## config.mk

```make
export PLATFORM = sky130hd
export DESIGN_NAME = fm_regs_top
export DESIGN_NICKNAME = d
export VERILOG_FILES = /design/src/fm_slot_pkg.sv /design/src/fm_reg_pkg.sv /design/src/fm_write_decoder.sv /design/src/fm_reg_bank.sv /design/src/fm_phase_step.sv /design/src/fm_regs_top.sv
export SDC_FILE = /design/constraint.sdc
export NUM_CORES = 2
export LEC_CHECK = 0
export BUFFER_PORTS_ARGS = -buffer_cell sky130_fd_sc_hd__buf_2
export CORE_UTILIZATION = 30
export CTS_BUF_LIST = sky130_fd_sc_hd__clkbuf_4 sky130_fd_sc_hd__clkbuf_8
export CTS_CLUSTER_DIAMETER = 50
export DETAILED_ROUTE_END_ITERATION = 6
export SLEW_MARGIN = 5
export SYNTH_ARGS = -nofsm -noshare
export SYNTH_HDL_FRONTEND = slang
export SYNTH_SLANG_ARGS = --single-unit
```

## constraint.sdc

```tcl
create_clock -name clk -period 8.7 [get_ports clk]
set_clock_uncertainty 0.1 [all_clocks]
set_input_delay 0.435 -clock clk [delete_from_list [all_inputs] [get_ports clk]]
set_output_delay 0.435 -clock clk [all_outputs]
set_load 0.03 [all_outputs]
```

## src/fm_slot_pkg.sv

```systemverilog
package fm_slot_pkg;

	// sequencer geometry
	localparam int NUM_CH = 6;
	localparam int NUM_SLOTS = 24;
	localparam int CH_W = 3;
	localparam int OP_W = 2;
	localparam int SLOT_W = 5;

	// operator code advances after this channel
	localparam logic [CH_W-1:0] LAST_CH = 3'd6;

	// field widths
	localparam int FNUM_W = 11;
	localparam int BLOCK_W = 3;
	localparam int MUL_W = 4;
	localparam int TL_W = 7;
	localparam int PHASE_W = 20;

	// stored words: key, mul, tl per slot
	localparam int OP_WORD_W = 1 + MUL_W + TL_W;
	// latch (block, fnum high), block, fnum, fb, alg, rl per channel
	localparam int CH_WORD_W = 2 * BLOCK_W + (FNUM_W - 8) + FNUM_W + 8;

	// channel codes skip 3 and 7
	function automatic logic [CH_W-1:0] next_ch(input logic [CH_W-1:0] ch);
		return (ch[1:0] == 2'b10) ? ch + 3'd2 : ch + 3'd1;
	endfunction

	function automatic logic [OP_W-1:0] next_op(
		input logic [CH_W-1:0] ch,
		input logic [OP_W-1:0] op
	);
		return (ch == LAST_CH) ? op + 2'd1 : op;
	endfunction

	// dense 0..23 index of a slot
	function automatic logic [SLOT_W-1:0] slot_idx(
		input logic [CH_W-1:0] ch,
		input logic [OP_W-1:0] op
	);
		logic [SLOT_W-1:0] ch_pos;
		ch_pos = ch[2] ? SLOT_W'(ch) - SLOT_W'(1) : SLOT_W'(ch);
		return SLOT_W'(op) * SLOT_W'(NUM_CH) + ch_pos;
	endfunction

endpackage

```

## src/fm_reg_pkg.sv

```systemverilog
package fm_reg_pkg;

	// register address map, per-channel registers add the channel offset
	localparam logic [7:0] ADDR_KEYON = 8'h28;
	localparam logic [7:0] ADDR_MUL = 8'h30;
	localparam logic [7:0] ADDR_TL = 8'h40;
	localparam logic [7:0] ADDR_FNLO = 8'hA0;
	localparam logic [7:0] ADDR_FNHI = 8'hA4;
	localparam logic [7:0] ADDR_FBALG = 8'hB0;
	localparam logic [7:0] ADDR_PAN = 8'hB4;

	// also the bit order of the update strobe bus
	typedef enum logic [2:0] {
		KEYON,
		MUL,
		TL,
		FNLO,
		FNHI,
		FBALG,
		PAN
	} reg_class_e;

	localparam int NUM_CLASSES = 7;

	typedef union packed {
		// operator registers
		union packed {
			struct packed {
				logic [3:0] mask;
				logic       rsv;
				logic [2:0] ch;
			} kon;
			struct packed {
				logic       rsv;
				logic [6:0] tl;
			} lvl;
			struct packed {
				logic [3:0] rsv;
				logic [3:0] mul;
			} mult;
		} op_view;
		// channel registers
		union packed {
			struct packed {
				logic [1:0] rl;
				logic [5:0] rsv;
			} pan;
			struct packed {
				logic [1:0] rsv;
				logic [2:0] block;
				logic [2:0] fnhi;
			} fhi;
			struct packed {
				logic [1:0] rsv;
				logic [2:0] fb;
				logic [2:0] alg;
			} fba;
		} ch_view;
	} reg_data_u;

endpackage

```

## src/fm_write_decoder.sv

```systemverilog
`timescale 1ns/1ps

module fm_write_decoder (
	input  logic                               clk,
	input  logic                               rst,
	input  logic                               wr,
	input  logic                               part,
	input  logic [7:0]                         addr,
	input  logic [7:0]                         din,
	input  logic                               busy,
	output logic [fm_reg_pkg::NUM_CLASSES-1:0] up,
	output logic [fm_slot_pkg::CH_W-1:0]       up_ch,
	output logic [fm_slot_pkg::OP_W-1:0]       up_op,
	output fm_reg_pkg::reg_data_u              up_data
);
	import fm_slot_pkg::*;
	import fm_reg_pkg::*;

	reg_data_u       d;
	reg_class_e      cls;
	logic            valid;
	logic            take;
	logic [CH_W-1:0] ch_n;
	logic [OP_W-1:0] op_n;

	assign d = din;
	assign take = wr && !busy;

	always_comb begin
		cls = KEYON;
		valid = 1'b0;
		ch_n = {part, addr[1:0]};
		op_n = '0;
		if (addr == ADDR_KEYON) begin
			// channel comes from the data byte
			valid = d.op_view.kon.ch[1:0] != 2'b11;
			ch_n = d.op_view.kon.ch;
		end else if (addr[1:0] != 2'b11) begin
			valid = 1'b1;
			if (addr[7:4] == ADDR_MUL[7:4]) begin
				cls = MUL;
				op_n = addr[3:2];
			end else if (addr[7:4] == ADDR_TL[7:4]) begin
				cls = TL;
				op_n = addr[3:2];
			end else if (addr[7:2] == ADDR_FNLO[7:2]) begin
				cls = FNLO;
			end else if (addr[7:2] == ADDR_FNHI[7:2]) begin
				cls = FNHI;
			end else if (addr[7:2] == ADDR_FBALG[7:2]) begin
				cls = FBALG;
			end else if (addr[7:2] == ADDR_PAN[7:2]) begin
				cls = PAN;
			end else begin
				valid = 1'b0;
			end
		end
	end

	always_ff @(posedge clk) begin
		if (rst) begin
			up <= '0;
		end else begin
			up <= (take && valid) ? NUM_CLASSES'(1) << cls : '0;
		end
	end

	always_ff @(posedge clk) begin
		if (take) begin
			up_ch <= ch_n;
			up_op <= op_n;
			up_data <= d;
		end
	end

	// an update strobe lasts one clock
	a_up_pulse: assert property (@(posedge clk) disable iff (rst) (up != '0) |=> (up == '0));

endmodule

```

## src/fm_reg_bank.sv

```systemverilog
`timescale 1ns/1ps

module fm_reg_bank (
	input  logic                               clk,
	input  logic                               rst,
	input  logic                               clk_en,
	input  logic [fm_reg_pkg::NUM_CLASSES-1:0] up,
	input  logic [fm_slot_pkg::CH_W-1:0]       up_ch,
	input  logic [fm_slot_pkg::OP_W-1:0]       up_op,
	input  fm_reg_pkg::reg_data_u              up_data,
	output logic                               busy,
	output logic                               zero,
	output logic [fm_slot_pkg::CH_W-1:0]       slot_ch,
	output logic [fm_slot_pkg::OP_W-1:0]       slot_op,
	output logic [fm_slot_pkg::FNUM_W-1:0]     fnum,
	output logic [fm_slot_pkg::BLOCK_W-1:0]    block,
	output logic [fm_slot_pkg::MUL_W-1:0]      mul,
	output logic [fm_slot_pkg::TL_W-1:0]       tl,
	output logic                               key,
	output logic [2:0]                         fb,
	output logic [2:0]                         alg,
	output logic [1:0]                         rl
);
	import fm_slot_pkg::*;
	import fm_reg_pkg::*;

	logic [CH_W-1:0]        cur_ch;
	logic [CH_W-1:0]        nxt_ch;
	logic [CH_W-1:0]        prev_ch;
	logic [CH_W-1:0]        tgt_ch;
	logic [CH_W-1:0]        kon_ch;
	logic [OP_W-1:0]        cur_op;
	logic [OP_W-1:0]        nxt_op;
	logic [OP_W-1:0]        prev_op;
	logic [OP_W-1:0]        tgt_op;
	logic [NUM_CLASSES-1:0] pend_cls;
	reg_data_u              pend_data;
	logic                   capture;
	logic                   slot_hit;
	logic                   ch_hit;
	logic                   ch_cls;
	logic                   done;
	logic                   wr_mul;
	logic                   wr_tl;
	logic                   wr_key;
	logic                   wr_fnlo;
	logic                   wr_fnhi;
	logic                   wr_fbalg;
	logic                   wr_pan;

	assign nxt_ch = next_ch(cur_ch);
	assign nxt_op = next_op(cur_ch, cur_op);
	assign slot_ch = cur_ch;
	assign slot_op = cur_op;

	always_ff @(posedge clk) begin
		if (rst) begin
			cur_ch <= '0;
			cur_op <= '0;
			prev_ch <= LAST_CH;
			prev_op <= '1;
			zero <= 1'b1;
		end else if (clk_en) begin
			prev_ch <= cur_ch;
			prev_op <= cur_op;
			cur_ch <= nxt_ch;
			cur_op <= nxt_op;
			zero <= (nxt_ch == '0) && (nxt_op == '0);
		end
	end

	// pending write and busy
	assign capture = (up != '0) && !busy;
	assign slot_hit = (cur_ch == tgt_ch) && (cur_op == tgt_op);
	assign ch_hit = cur_ch == tgt_ch;
	assign ch_cls = pend_cls[FNLO] | pend_cls[FNHI] | pend_cls[FBALG] | pend_cls[PAN];
	assign done = clk_en && busy && (ch_cls ? ch_hit : slot_hit);

	always_ff @(posedge clk) begin
		if (rst) begin
			busy <= 1'b0;
			pend_cls <= '0;
		end else if (capture) begin
			busy <= 1'b1;
			pend_cls <= up;
		end else if (done) begin
			busy <= 1'b0;
			pend_cls <= '0;
		end
	end

	always_ff @(posedge clk) begin
		if (capture) begin
			pend_data <= up_data;
			kon_ch <= up_ch;
			if (up[KEYON]) begin
				// key-on sweeps a whole revolution and ends on the last slot seen
				tgt_ch <= clk_en ? cur_ch : prev_ch;
				tgt_op <= clk_en ? cur_op : prev_op;
			end else begin
				tgt_ch <= up_ch;
				tgt_op <= up_op;
			end
		end
	end

	assign wr_mul = pend_cls[MUL] && slot_hit;
	assign wr_tl = pend_cls[TL] && slot_hit;
	assign wr_key = pend_cls[KEYON] && (cur_ch == kon_ch);
	assign wr_fnlo = pend_cls[FNLO] && ch_hit;
	assign wr_fnhi = pend_cls[FNHI] && ch_hit;
	assign wr_fbalg = pend_cls[FBALG] && ch_hit;
	assign wr_pan = pend_cls[PAN] && ch_hit;

	// operator memory, written at the current slot and read at the next
	logic [OP_WORD_W-1:0] op_mem [NUM_SLOTS];
	logic [OP_WORD_W-1:0] op_wdata;

	assign op_wdata = {
		wr_key ? pend_data.op_view.kon.mask[cur_op] : key,
		wr_mul ? pend_data.op_view.mult.mul : mul,
		wr_tl ? pend_data.op_view.lvl.tl : tl
	};

	always_ff @(posedge clk) begin
		if (rst) begin
			for (int i = 0; i < NUM_SLOTS; i++) begin
				op_mem[i] <= '0;
			end
			{key, mul, tl} <= '0;
		end else if (clk_en) begin
			op_mem[slot_idx(cur_ch, cur_op)] <= op_wdata;
			{key, mul, tl} <= op_mem[slot_idx(nxt_ch, nxt_op)];
		end
	end

	// channel words circulate, the last stage belongs to the current channel
	logic [CH_WORD_W-1:0] ch_sh [NUM_CH];
	logic [CH_WORD_W-1:0] ch_wdata;
	logic [BLOCK_W-1:0]   lat_blk;
	logic [FNUM_W-9:0]    lat_fhi;
	logic [7:0]           fnlo_in;

	assign fnlo_in = pend_data;
	assign {lat_blk, lat_fhi, block, fnum, fb, alg, rl} = ch_sh[NUM_CH-1];

	// block and fnum high wait in the latch for the low byte
	assign ch_wdata = {
		wr_fnhi ? {pend_data.ch_view.fhi.block, pend_data.ch_view.fhi.fnhi}
			: {lat_blk, lat_fhi},
		wr_fnlo ? {lat_blk, lat_fhi, fnlo_in} : {block, fnum},
		wr_fbalg ? {pend_data.ch_view.fba.fb, pend_data.ch_view.fba.alg} : {fb, alg},
		wr_pan ? pend_data.ch_view.pan.rl : rl
	};

	always_ff @(posedge clk) begin
		if (rst) begin
			for (int i = 0; i < NUM_CH; i++) begin
				// both outputs on
				ch_sh[i] <= {{(CH_WORD_W - 2){1'b0}}, 2'b11};
			end
		end else if (clk_en) begin
			ch_sh[0] <= ch_wdata;
			for (int i = 1; i < NUM_CH; i++) begin
				ch_sh[i] <= ch_sh[i-1];
			end
		end
	end

	a_busy_pend: assert property (@(posedge clk) disable iff (rst) busy |-> $onehot(pend_cls));
	a_no_ch37: assert property (@(posedge clk) disable iff (rst) cur_ch[1:0] != 2'b11);

endmodule

```

## src/fm_phase_step.sv

```systemverilog
`timescale 1ns/1ps

module fm_phase_step (
	input  logic                            clk,
	input  logic                            rst,
	input  logic                            clk_en,
	input  logic [fm_slot_pkg::CH_W-1:0]    slot_ch,
	input  logic [fm_slot_pkg::OP_W-1:0]    slot_op,
	input  logic [fm_slot_pkg::FNUM_W-1:0]  fnum,
	input  logic [fm_slot_pkg::BLOCK_W-1:0] block,
	input  logic [fm_slot_pkg::MUL_W-1:0]   mul,
	input  logic [fm_slot_pkg::TL_W-1:0]    tl,
	input  logic                            key,
	output logic [fm_slot_pkg::PHASE_W-1:0] phase,
	output logic [fm_slot_pkg::CH_W-1:0]    phase_ch,
	output logic [fm_slot_pkg::OP_W-1:0]    phase_op,
	output logic [fm_slot_pkg::TL_W-1:0]    out_tl,
	output logic                            out_key
);
	import fm_slot_pkg::*;

	logic [PHASE_W-1:0] acc [NUM_SLOTS];
	logic [PHASE_W-1:0] base;
	logic [PHASE_W-1:0] inc;
	logic [PHASE_W-1:0] sum;
	logic [SLOT_W-1:0]  idx;

	assign idx = slot_idx(slot_ch, slot_op);

	always_comb begin
		base = ({{(PHASE_W - FNUM_W){1'b0}}, fnum} << block) >> 1;
		// mul 0 is x0.5
		if (mul == '0) begin
			inc = base >> 1;
		end else begin
			inc = base * PHASE_W'(mul);
		end
	end

	// keyed-off slots stay at zero
	assign sum = key ? acc[idx] + inc : '0;

	always_ff @(posedge clk) begin
		if (rst) begin
			for (int i = 0; i < NUM_SLOTS; i++) begin
				acc[i] <= '0;
			end
			phase <= '0;
			// slot just before channel 0 operator 0
			phase_ch <= LAST_CH;
			phase_op <= '1;
			out_tl <= '0;
			out_key <= 1'b0;
		end else if (clk_en) begin
			acc[idx] <= sum;
			phase <= sum;
			phase_ch <= slot_ch;
			phase_op <= slot_op;
			out_tl <= tl;
			out_key <= key;
		end
	end

	// the sequencer presents the successor of the slot at the output
	a_slot_order: assert property (@(posedge clk) disable iff (rst)
		clk_en |-> (slot_ch == next_ch(phase_ch)) && (slot_op == next_op(phase_ch, phase_op)));

endmodule

```

## src/fm_regs_top.sv

```systemverilog
`timescale 1ns/1ps

module fm_regs_top (
	input  logic                            clk,
	input  logic                            rst,
	input  logic                            clk_en,
	input  logic                            wr,
	input  logic                            part,
	input  logic [7:0]                      addr,
	input  logic [7:0]                      din,
	output logic                            busy,
	output logic                            zero,
	output logic [2:0]                      fb,
	output logic [2:0]                      alg,
	output logic [1:0]                      rl,
	output logic [fm_slot_pkg::PHASE_W-1:0] phase,
	output logic [fm_slot_pkg::CH_W-1:0]    phase_ch,
	output logic [fm_slot_pkg::OP_W-1:0]    phase_op,
	output logic [fm_slot_pkg::TL_W-1:0]    out_tl,
	output logic                            out_key
);
	import fm_slot_pkg::*;
	import fm_reg_pkg::*;

	// decoder to bank
	logic [NUM_CLASSES-1:0] up;
	logic [CH_W-1:0]        up_ch;
	logic [OP_W-1:0]        up_op;
	reg_data_u              up_data;

	// bank to phase stepper
	logic [CH_W-1:0]        slot_ch;
	logic [OP_W-1:0]        slot_op;
	logic [FNUM_W-1:0]      fnum;
	logic [BLOCK_W-1:0]     block;
	logic [MUL_W-1:0]       mul;
	logic [TL_W-1:0]        tl;
	logic                   key;

	fm_write_decoder fm_write_decoder_inst (
		.clk     (clk),
		.rst     (rst),
		.wr      (wr),
		.part    (part),
		.addr    (addr),
		.din     (din),
		.busy    (busy),
		.up      (up),
		.up_ch   (up_ch),
		.up_op   (up_op),
		.up_data (up_data)
	);

	fm_reg_bank fm_reg_bank_inst (
		.clk     (clk),
		.rst     (rst),
		.clk_en  (clk_en),
		.up      (up),
		.up_ch   (up_ch),
		.up_op   (up_op),
		.up_data (up_data),
		.busy    (busy),
		.zero    (zero),
		.slot_ch (slot_ch),
		.slot_op (slot_op),
		.fnum    (fnum),
		.block   (block),
		.mul     (mul),
		.tl      (tl),
		.key     (key),
		.fb      (fb),
		.alg     (alg),
		.rl      (rl)
	);

	fm_phase_step fm_phase_step_inst (
		.clk      (clk),
		.rst      (rst),
		.clk_en   (clk_en),
		.slot_ch  (slot_ch),
		.slot_op  (slot_op),
		.fnum     (fnum),
		.block    (block),
		.mul      (mul),
		.tl       (tl),
		.key      (key),
		.phase    (phase),
		.phase_ch (phase_ch),
		.phase_op (phase_op),
		.out_tl   (out_tl),
		.out_key  (out_key)
	);

endmodule

```

* Word-level counts from Yosys, hierarchy flattened
Memory sizes are Yosys's and may differ from the RTL's. A register that Yosys moved wholly into a read port is not among the register bits.
Index checks and enable logic that the tools add are counted.
** Word-level totals
- Register bits after elaboration :: 88
- Memory bits (writable) :: 936
- Bits of input ports :: 21
- Output and inout bits :: 43
- Word-level logic and storage cells :: 146
- Memories :: 3
** Operators by class
- Add/sub/neg operators :: 8
- Multiply operators :: 3
- Order comparisons :: 1
- Eq/ne operators :: 14
- Shift operators :: 2
- Mux-type cells :: 60
- Bitwise logic cells :: 11
- Reduce and logical (&&, ||, !) cells :: 24
** Memory list
- fm_phase_step_inst.acc :: depth 24, width 20, rd ports 1, clocked after memory_dff 0, write ports 24, RTL line fm_phase_step.sv:22 : logic [PHASE_W-1:0] acc [NUM_SLOTS];
- fm_reg_bank_inst.op_mem :: depth 24, width 12, rd ports 1, clocked after memory_dff 1, write ports 24, RTL line fm_reg_bank.sv:116 : logic [OP_WORD_W-1:0] op_mem [NUM_SLOTS];
- fm_reg_bank_inst.ch_sh :: depth 6, width 28, rd ports 6, clocked after memory_dff 0, write ports 6, RTL line fm_reg_bank.sv:138 : logic [CH_WORD_W-1:0] ch_sh [NUM_CH];
** Operator list (count)
- $mux 28 :: 6
- $mux 20 :: 3
- $mux 3 :: 12
- $eq 6x6->1 const B :: 4
- $mux 7 :: 3
- $add 20x20->20 :: 1
- $mul 19x4->20 :: 1
- $mux 1 :: 20
- $mux 5 :: 4
- $reduce_or 20->1 :: 1
- $shl 11x3->20 :: 1
- $logic_and 1x1->1 :: 14
- $mux 14 :: 1
- $mux 12 :: 1
- $mux 2 :: 6
- $mux 6 :: 2
- $reduce_or 12->1 :: 1
- $add 5x5->5 :: 2
- $or 1x1->1 :: 9
- $eq 8x6->1 const B :: 1
- $mul 2x2->4 const B :: 2
- $sub 3x1->4 const B :: 2
- $reduce_bool 7->1 :: 1
- $shl 1x3->7 const A :: 1
- other kinds (20) :: 24

* Logic depth before layout (Yosys ltp)
- Word-level depth :: 12
- Gate-level depth with buffers :: 31
- Mapped depth without buffers :: 28

* Modules after synthesis
A second synthesis with hierarchy kept.
** Second synthesis, totals
- Cell total of the unflattened synthesis :: 4551
- Area, all modules :: 58583.7 µm²
** By module, submodules not included
- fm_phase_step :: times used 1, cells an instance 2280, area an instance 31336.3 µm², seq. area each 19879.1 µm²
- fm_reg_bank :: times used 1, cells an instance 2202, area an instance 26389.1 µm², seq. area each 17677.0 µm²
- fm_write_decoder :: times used 1, cells an instance 69, area an instance 858.3 µm², seq. area each 530.5 µm²

* Worst setup path before layout
Ideal clock, no wire load.
- Path kind :: reg-to-reg
- Start :: memory fm_reg_bank_inst.ch_sh[0][159] in the netlist's numbering
- End :: memory fm_phase_step_inst.acc[24][19], data pin
- Setup time :: 0.211 ns
- Data arrival time :: 6.452 ns
- Required time :: 8.389 ns
- Slack :: 1.937 ns
- Cell stages (with the launch flop) :: 31
- Buffers on the path :: 3
- Clock period less this slack :: 6.763 ns
- Path through :: edfxtp_1 > buf_1 > mux2i_1 > nand2_1 > o21ai_0 > nor2_1 > a41oi_1 > nor2b_1 > fa_1 > inv_1 > fa_1 > inv_1 > ha_1 > nor2b_1 > o21ai_0 > a21boi_0 > o211ai_1 > a31oi_1 > xnor2_1 > o21ai_0 > ha_1 > nand2_1 > a211o_1 > o21bai_1 > a21oi_1 > o31ai_1 > or3_1 > and3_1 > buf_2 > buf_6 > nor3_2
** RTL lines (RTL line)
- start, declared :: fm_reg_bank.sv:138
- end, declared :: fm_phase_step.sv:22

==> results summary <==
The run finished with clean final reports. The worst setup path is captured at a register. The reported max-cap violation count came out at 0.

During placement, the flow inserted port buffers numbering 63. The first-pass GRT wire length came out at between 200 and 250 mm. The share of the clock period used by the worst path is between 90% and 100%. The synthesized cell area is between 0.05 and 0.06 sq mm. The routed length per instance came out at between 20 and 25 um. The startpoint identified for the worst register-to-register timing path is fm_reg_bank_inst.ch_sh[0][159]. The count of warnings emitted by yosys is 0. The pin slew with the least headroom to its limit is about 1300 ps. Dividing the synthesized area by the synthesized cell count gives approximately 14 sq um. Data on the critical path is required at its endpoint by roughly 9200 ps. In the post-synthesis netlist, the cell with the most instances is edfxtp_1. The worst setup path is launched from a register.

The initial antenna violation count came out at 4. The number of nets in the finished design is 4,450. The post-route netlist has between 10% and 20% of its cells at a drive strength greater than 1.

After clock tree synthesis, the clock-pin slew on the worst setup and hold paths is ~70 ps. The DRC violations left came out at 0. The fraction of registers with async set or reset after synthesis came out at 0%. The instance count of the mapped netlist is 4,189.

The number of failing hold endpoints at the final stage came to 0. Entering global routing, the biggest net connects about 120 pins. The maximum achievable frequency came out at ~130 MHz.

The launch point of the worst hold path is din[7]. The die width came out at 440 um. TritonCTS built the clock tree.

The biggest area consumer among synthesized cells is edfxtp_1. The switching fraction of total power is between 20% and 30%. The maximum VDD drop is 0.133 mV. The area share of the leading cell type in the synthesized netlist is between 60% and 70%. The core utilization of the finished layout came out at between 30% and 40%. The worst min-delay path class is input port to register. The last weighted congestion value of the routability-driven placer came out at roughly 0.86.

The area growth from synthesis to layout is 14.1%. The core area came out at approximately 0.19 sq mm. The count of nets left with antenna violations once routing finished came out at 0. Of the total power, combinational logic draws 11.5%. The die covers about 0.19 sq mm.

When the netlist entered floorplanning its net count stood at 4,302. The clock network latency to the later pin of the worst-skew pair is just over 900 ps. The proportion of power drawn by flip-flops and latches came out at around 51%.

The share of the yosys chip area belonging to registers came out at about two thirds. The number of clock sinks is 1,292. The detailed-route wire length is between 150 and 200 mm. The clock network burns a little under two fifths of the power. The worst setup path startpoint is fm_reg_bank_inst.ch_sh[0][159]. The number of vias after detailed routing came out at 35,700.

The clock period minus worst slack is 7900 ps. By area the synthesized netlist is led by edfxtp_1 64%, mux4_2 8.3%, nor2_1 5.6%. The internal portion of the total power is 0.0104 W.

The synthesized design contains approximately 1,300 register bits. In this run the core area contains 160 standard-cell rows. In the synthesized netlist the dominant register cell turns out to be edfxtp_1. For this design the static power due to leakage is ~24 nW. The number of enable-type register cells in the synthesized netlist is 1,221. The count of different cell masters after synthesis is 75. Global routing used about 16% of the available tracks. The number of setup violations in the final report is 0. The arrival time at the worst endpoint is about 8400 ps. The category of the most critical setup path is register to register. The die outline height is about 440 um. The number of buffers on the longest clock path is 3. The detailed router finished its first iteration with 3,579 violations. Ranked by instance count, the synthesized netlist is headed by 1,221 x edfxtp_1, 862 x nor2_1, 284 x nand2_1. The reported net switching power came out at 0.00359 W. The peak fanout along the critical path is 16. The final count of pins violating max slew came out at 0. The maximum level of the CTS H-tree came out at 4.

Global routing finished with a remaining overflow of 0. The worst pin sits at a relative slew slack of between 10% and 20%. Once the floorplan was initialized, standard cells occupied between 30% and 40% of the core.

Setup repair after global routing left no endpoint under its margin. In this run the clock root is driven by a clkbuf_8. The I/O pin count came out at 64. In this run, CTS created clock tree buffers numbering approximately 200. The power per cell area is ~210 mW/mm^2. The wire-length estimate of the detail-placed layout is 97.8 mm. The detailed-router iteration count before antenna repair came out at 7. The detail-routed via count per cell is approximately 5.1. The final setup TNS came out at 0 ps. The via count of the first global-routing pass is between 30,000 and 40,000.
[stage by stage]
step	total power (W)	std cells	worst slack, ps	hold WS, ps	instance area, sq um
after floorplan	0.00824	4189	1940	300	57400
after global placement	0.00879	6603	908	303	61000
after detailed placement	0.00881	6603	801	305	61000
after CTS	0.0140	7014	731	20.1	65400
after global routing	0.0144	7025	14.9	102	65500
final	0.0140	7025	804	119	65500
[flip-flops by register name (all words and copies together) (netlist names), 4 cells and up]
signal,flops
fm_phase_step_inst.acc,640
fm_reg_bank_inst.op_mem,384
fm_reg_bank_inst.ch_sh,168
fm_phase_step_inst.phase,20
fm_reg_bank_inst.fnlo_in,8
fm_write_decoder_inst.up_data,8
fm_phase_step_inst.out_tl,7
fm_reg_bank_inst.pend_cls,7
fm_reg_bank_inst.tl,7
fm_write_decoder_inst.up,7
fm_reg_bank_inst.mul,4
[worst paths after layout]
kind | endpoint | slack [ps] | cells after the start
hold reg to reg | fm_reg_bank_inst.fnlo_in[1] | 320 | 0
hold / removal | fm_write_decoder_inst.up_data[7] | 120 | 2
setup reg to reg | fm_phase_step_inst.acc[1][19] | 800 | 27
setup / recovery | fm_phase_step_inst.acc[1][19] | 800 | 27
[routing by layer]
| metal | up-vias | share of wire, % | GRT usage, % |
|---|---|---|---|
| li1 | 15700 | - | - |
| met1 | 18300 | 42 | 21.8 |
| met2 | 1477 | 47 | 26.2 |
| met3 | 263 | 7.9 | 3.10 |
| met4 | 6 | 2.4 | 4.86 |
| met5 | - | 0.021 | 0 |
[final cells by class]
type                       count  area [sq um]
timing repair buffer         254          1890
sequential                  1292         38100
inverter                     115           439
tap                         2511          3140
antenna                        1          2.50
clock inverter                75           519
fill                       18400        125000
clock buffer                 307          3650
multi-input combinational   2470         17800
[critical path, stage by stage, from the launching register on]
cell and delay, ps:
edfxtp_1 530, mux2_2 390, o21ai_0 210, nor2_1 60
a41oi_1 420, nor2b_1 130, fa_1 570, inv_1 60
fa_1 480, inv_1 50, ha_1 330, nor2b_1 150
o21ai_0 110, a21boi_0 430, o211ai_1 200, a31oi_1 310
xnor2_1 160, o21ai_0 110, ha_1 430, nand2_1 80
a211o_1 260, o21bai_1 160, a21oi_1 310, o31ai_1 230
o21ai_0 230, and3_1 630, buf_4 370, nor3_1 90
[placed cells by master (no fill, tap or decap), types with 20 or more instances in the layout]
cell	netlist	routed
ha_1	59	57
a21o_1	39	39
o21ai_0	85	85
nand2_1	284	282
clkbuf_8	0	215
clkbuf_4	0	92
and2_1	24	20
inv_1	114	112
nor2_1	862	860
nor3_1	25	21
mux4_2	212	212
clkinv_1	1	44
buf_4	14	158
dlygate4sd3_1	0	29
nor2b_1	44	44
and3_1	146	144
fa_1	33	32
a21oi_1	145	145
a22oi_1	38	38
mux2i_1	125	113
edfxtp_1	1221	1221
xnor2_1	25	22
nand3_1	80	80
dfxtp_1	71	70
buf_2	50	62
nand2b_1	27	27
nor3_2	21	23
[cells by family (layout without fill, tap and decap cells)]
group,Yosys count,count (layout),share of synthesized area (%)
AO/OA/AOI/OAI,420,420,4.70
XOR/XNOR,44,44,0.730
adder cells (fa/ha/maj),92,92,2.44
buffers and inverters,427,751,3.08
flip-flops,1292,1292,66.3
multiplexers,346,346,10.7
other,0,1,0
AND/OR/NAND/NOR,1568,1568,12.1
[power groups by stage]
stage                     registers, W  clock network [W]  logic (W)
after detailed placement       0.00723                  0    0.00158
after global routing           0.00711            0.00561    0.00172
after floorplan                0.00721                  0    0.00103
after global placement         0.00722                  0    0.00157
after CTS                      0.00710            0.00535    0.00160
final                          0.00710            0.00526    0.00160
[what timing repair did]
item / CTS / global route
hold endpoints to repair: 85 / 0
setup buffers: 0 / 10
hold buffers: 29 / 0
resized for setup: 0 / 0
endpoints found under the setup margin: 0 / 8
(Power assumes the default switching activity.)
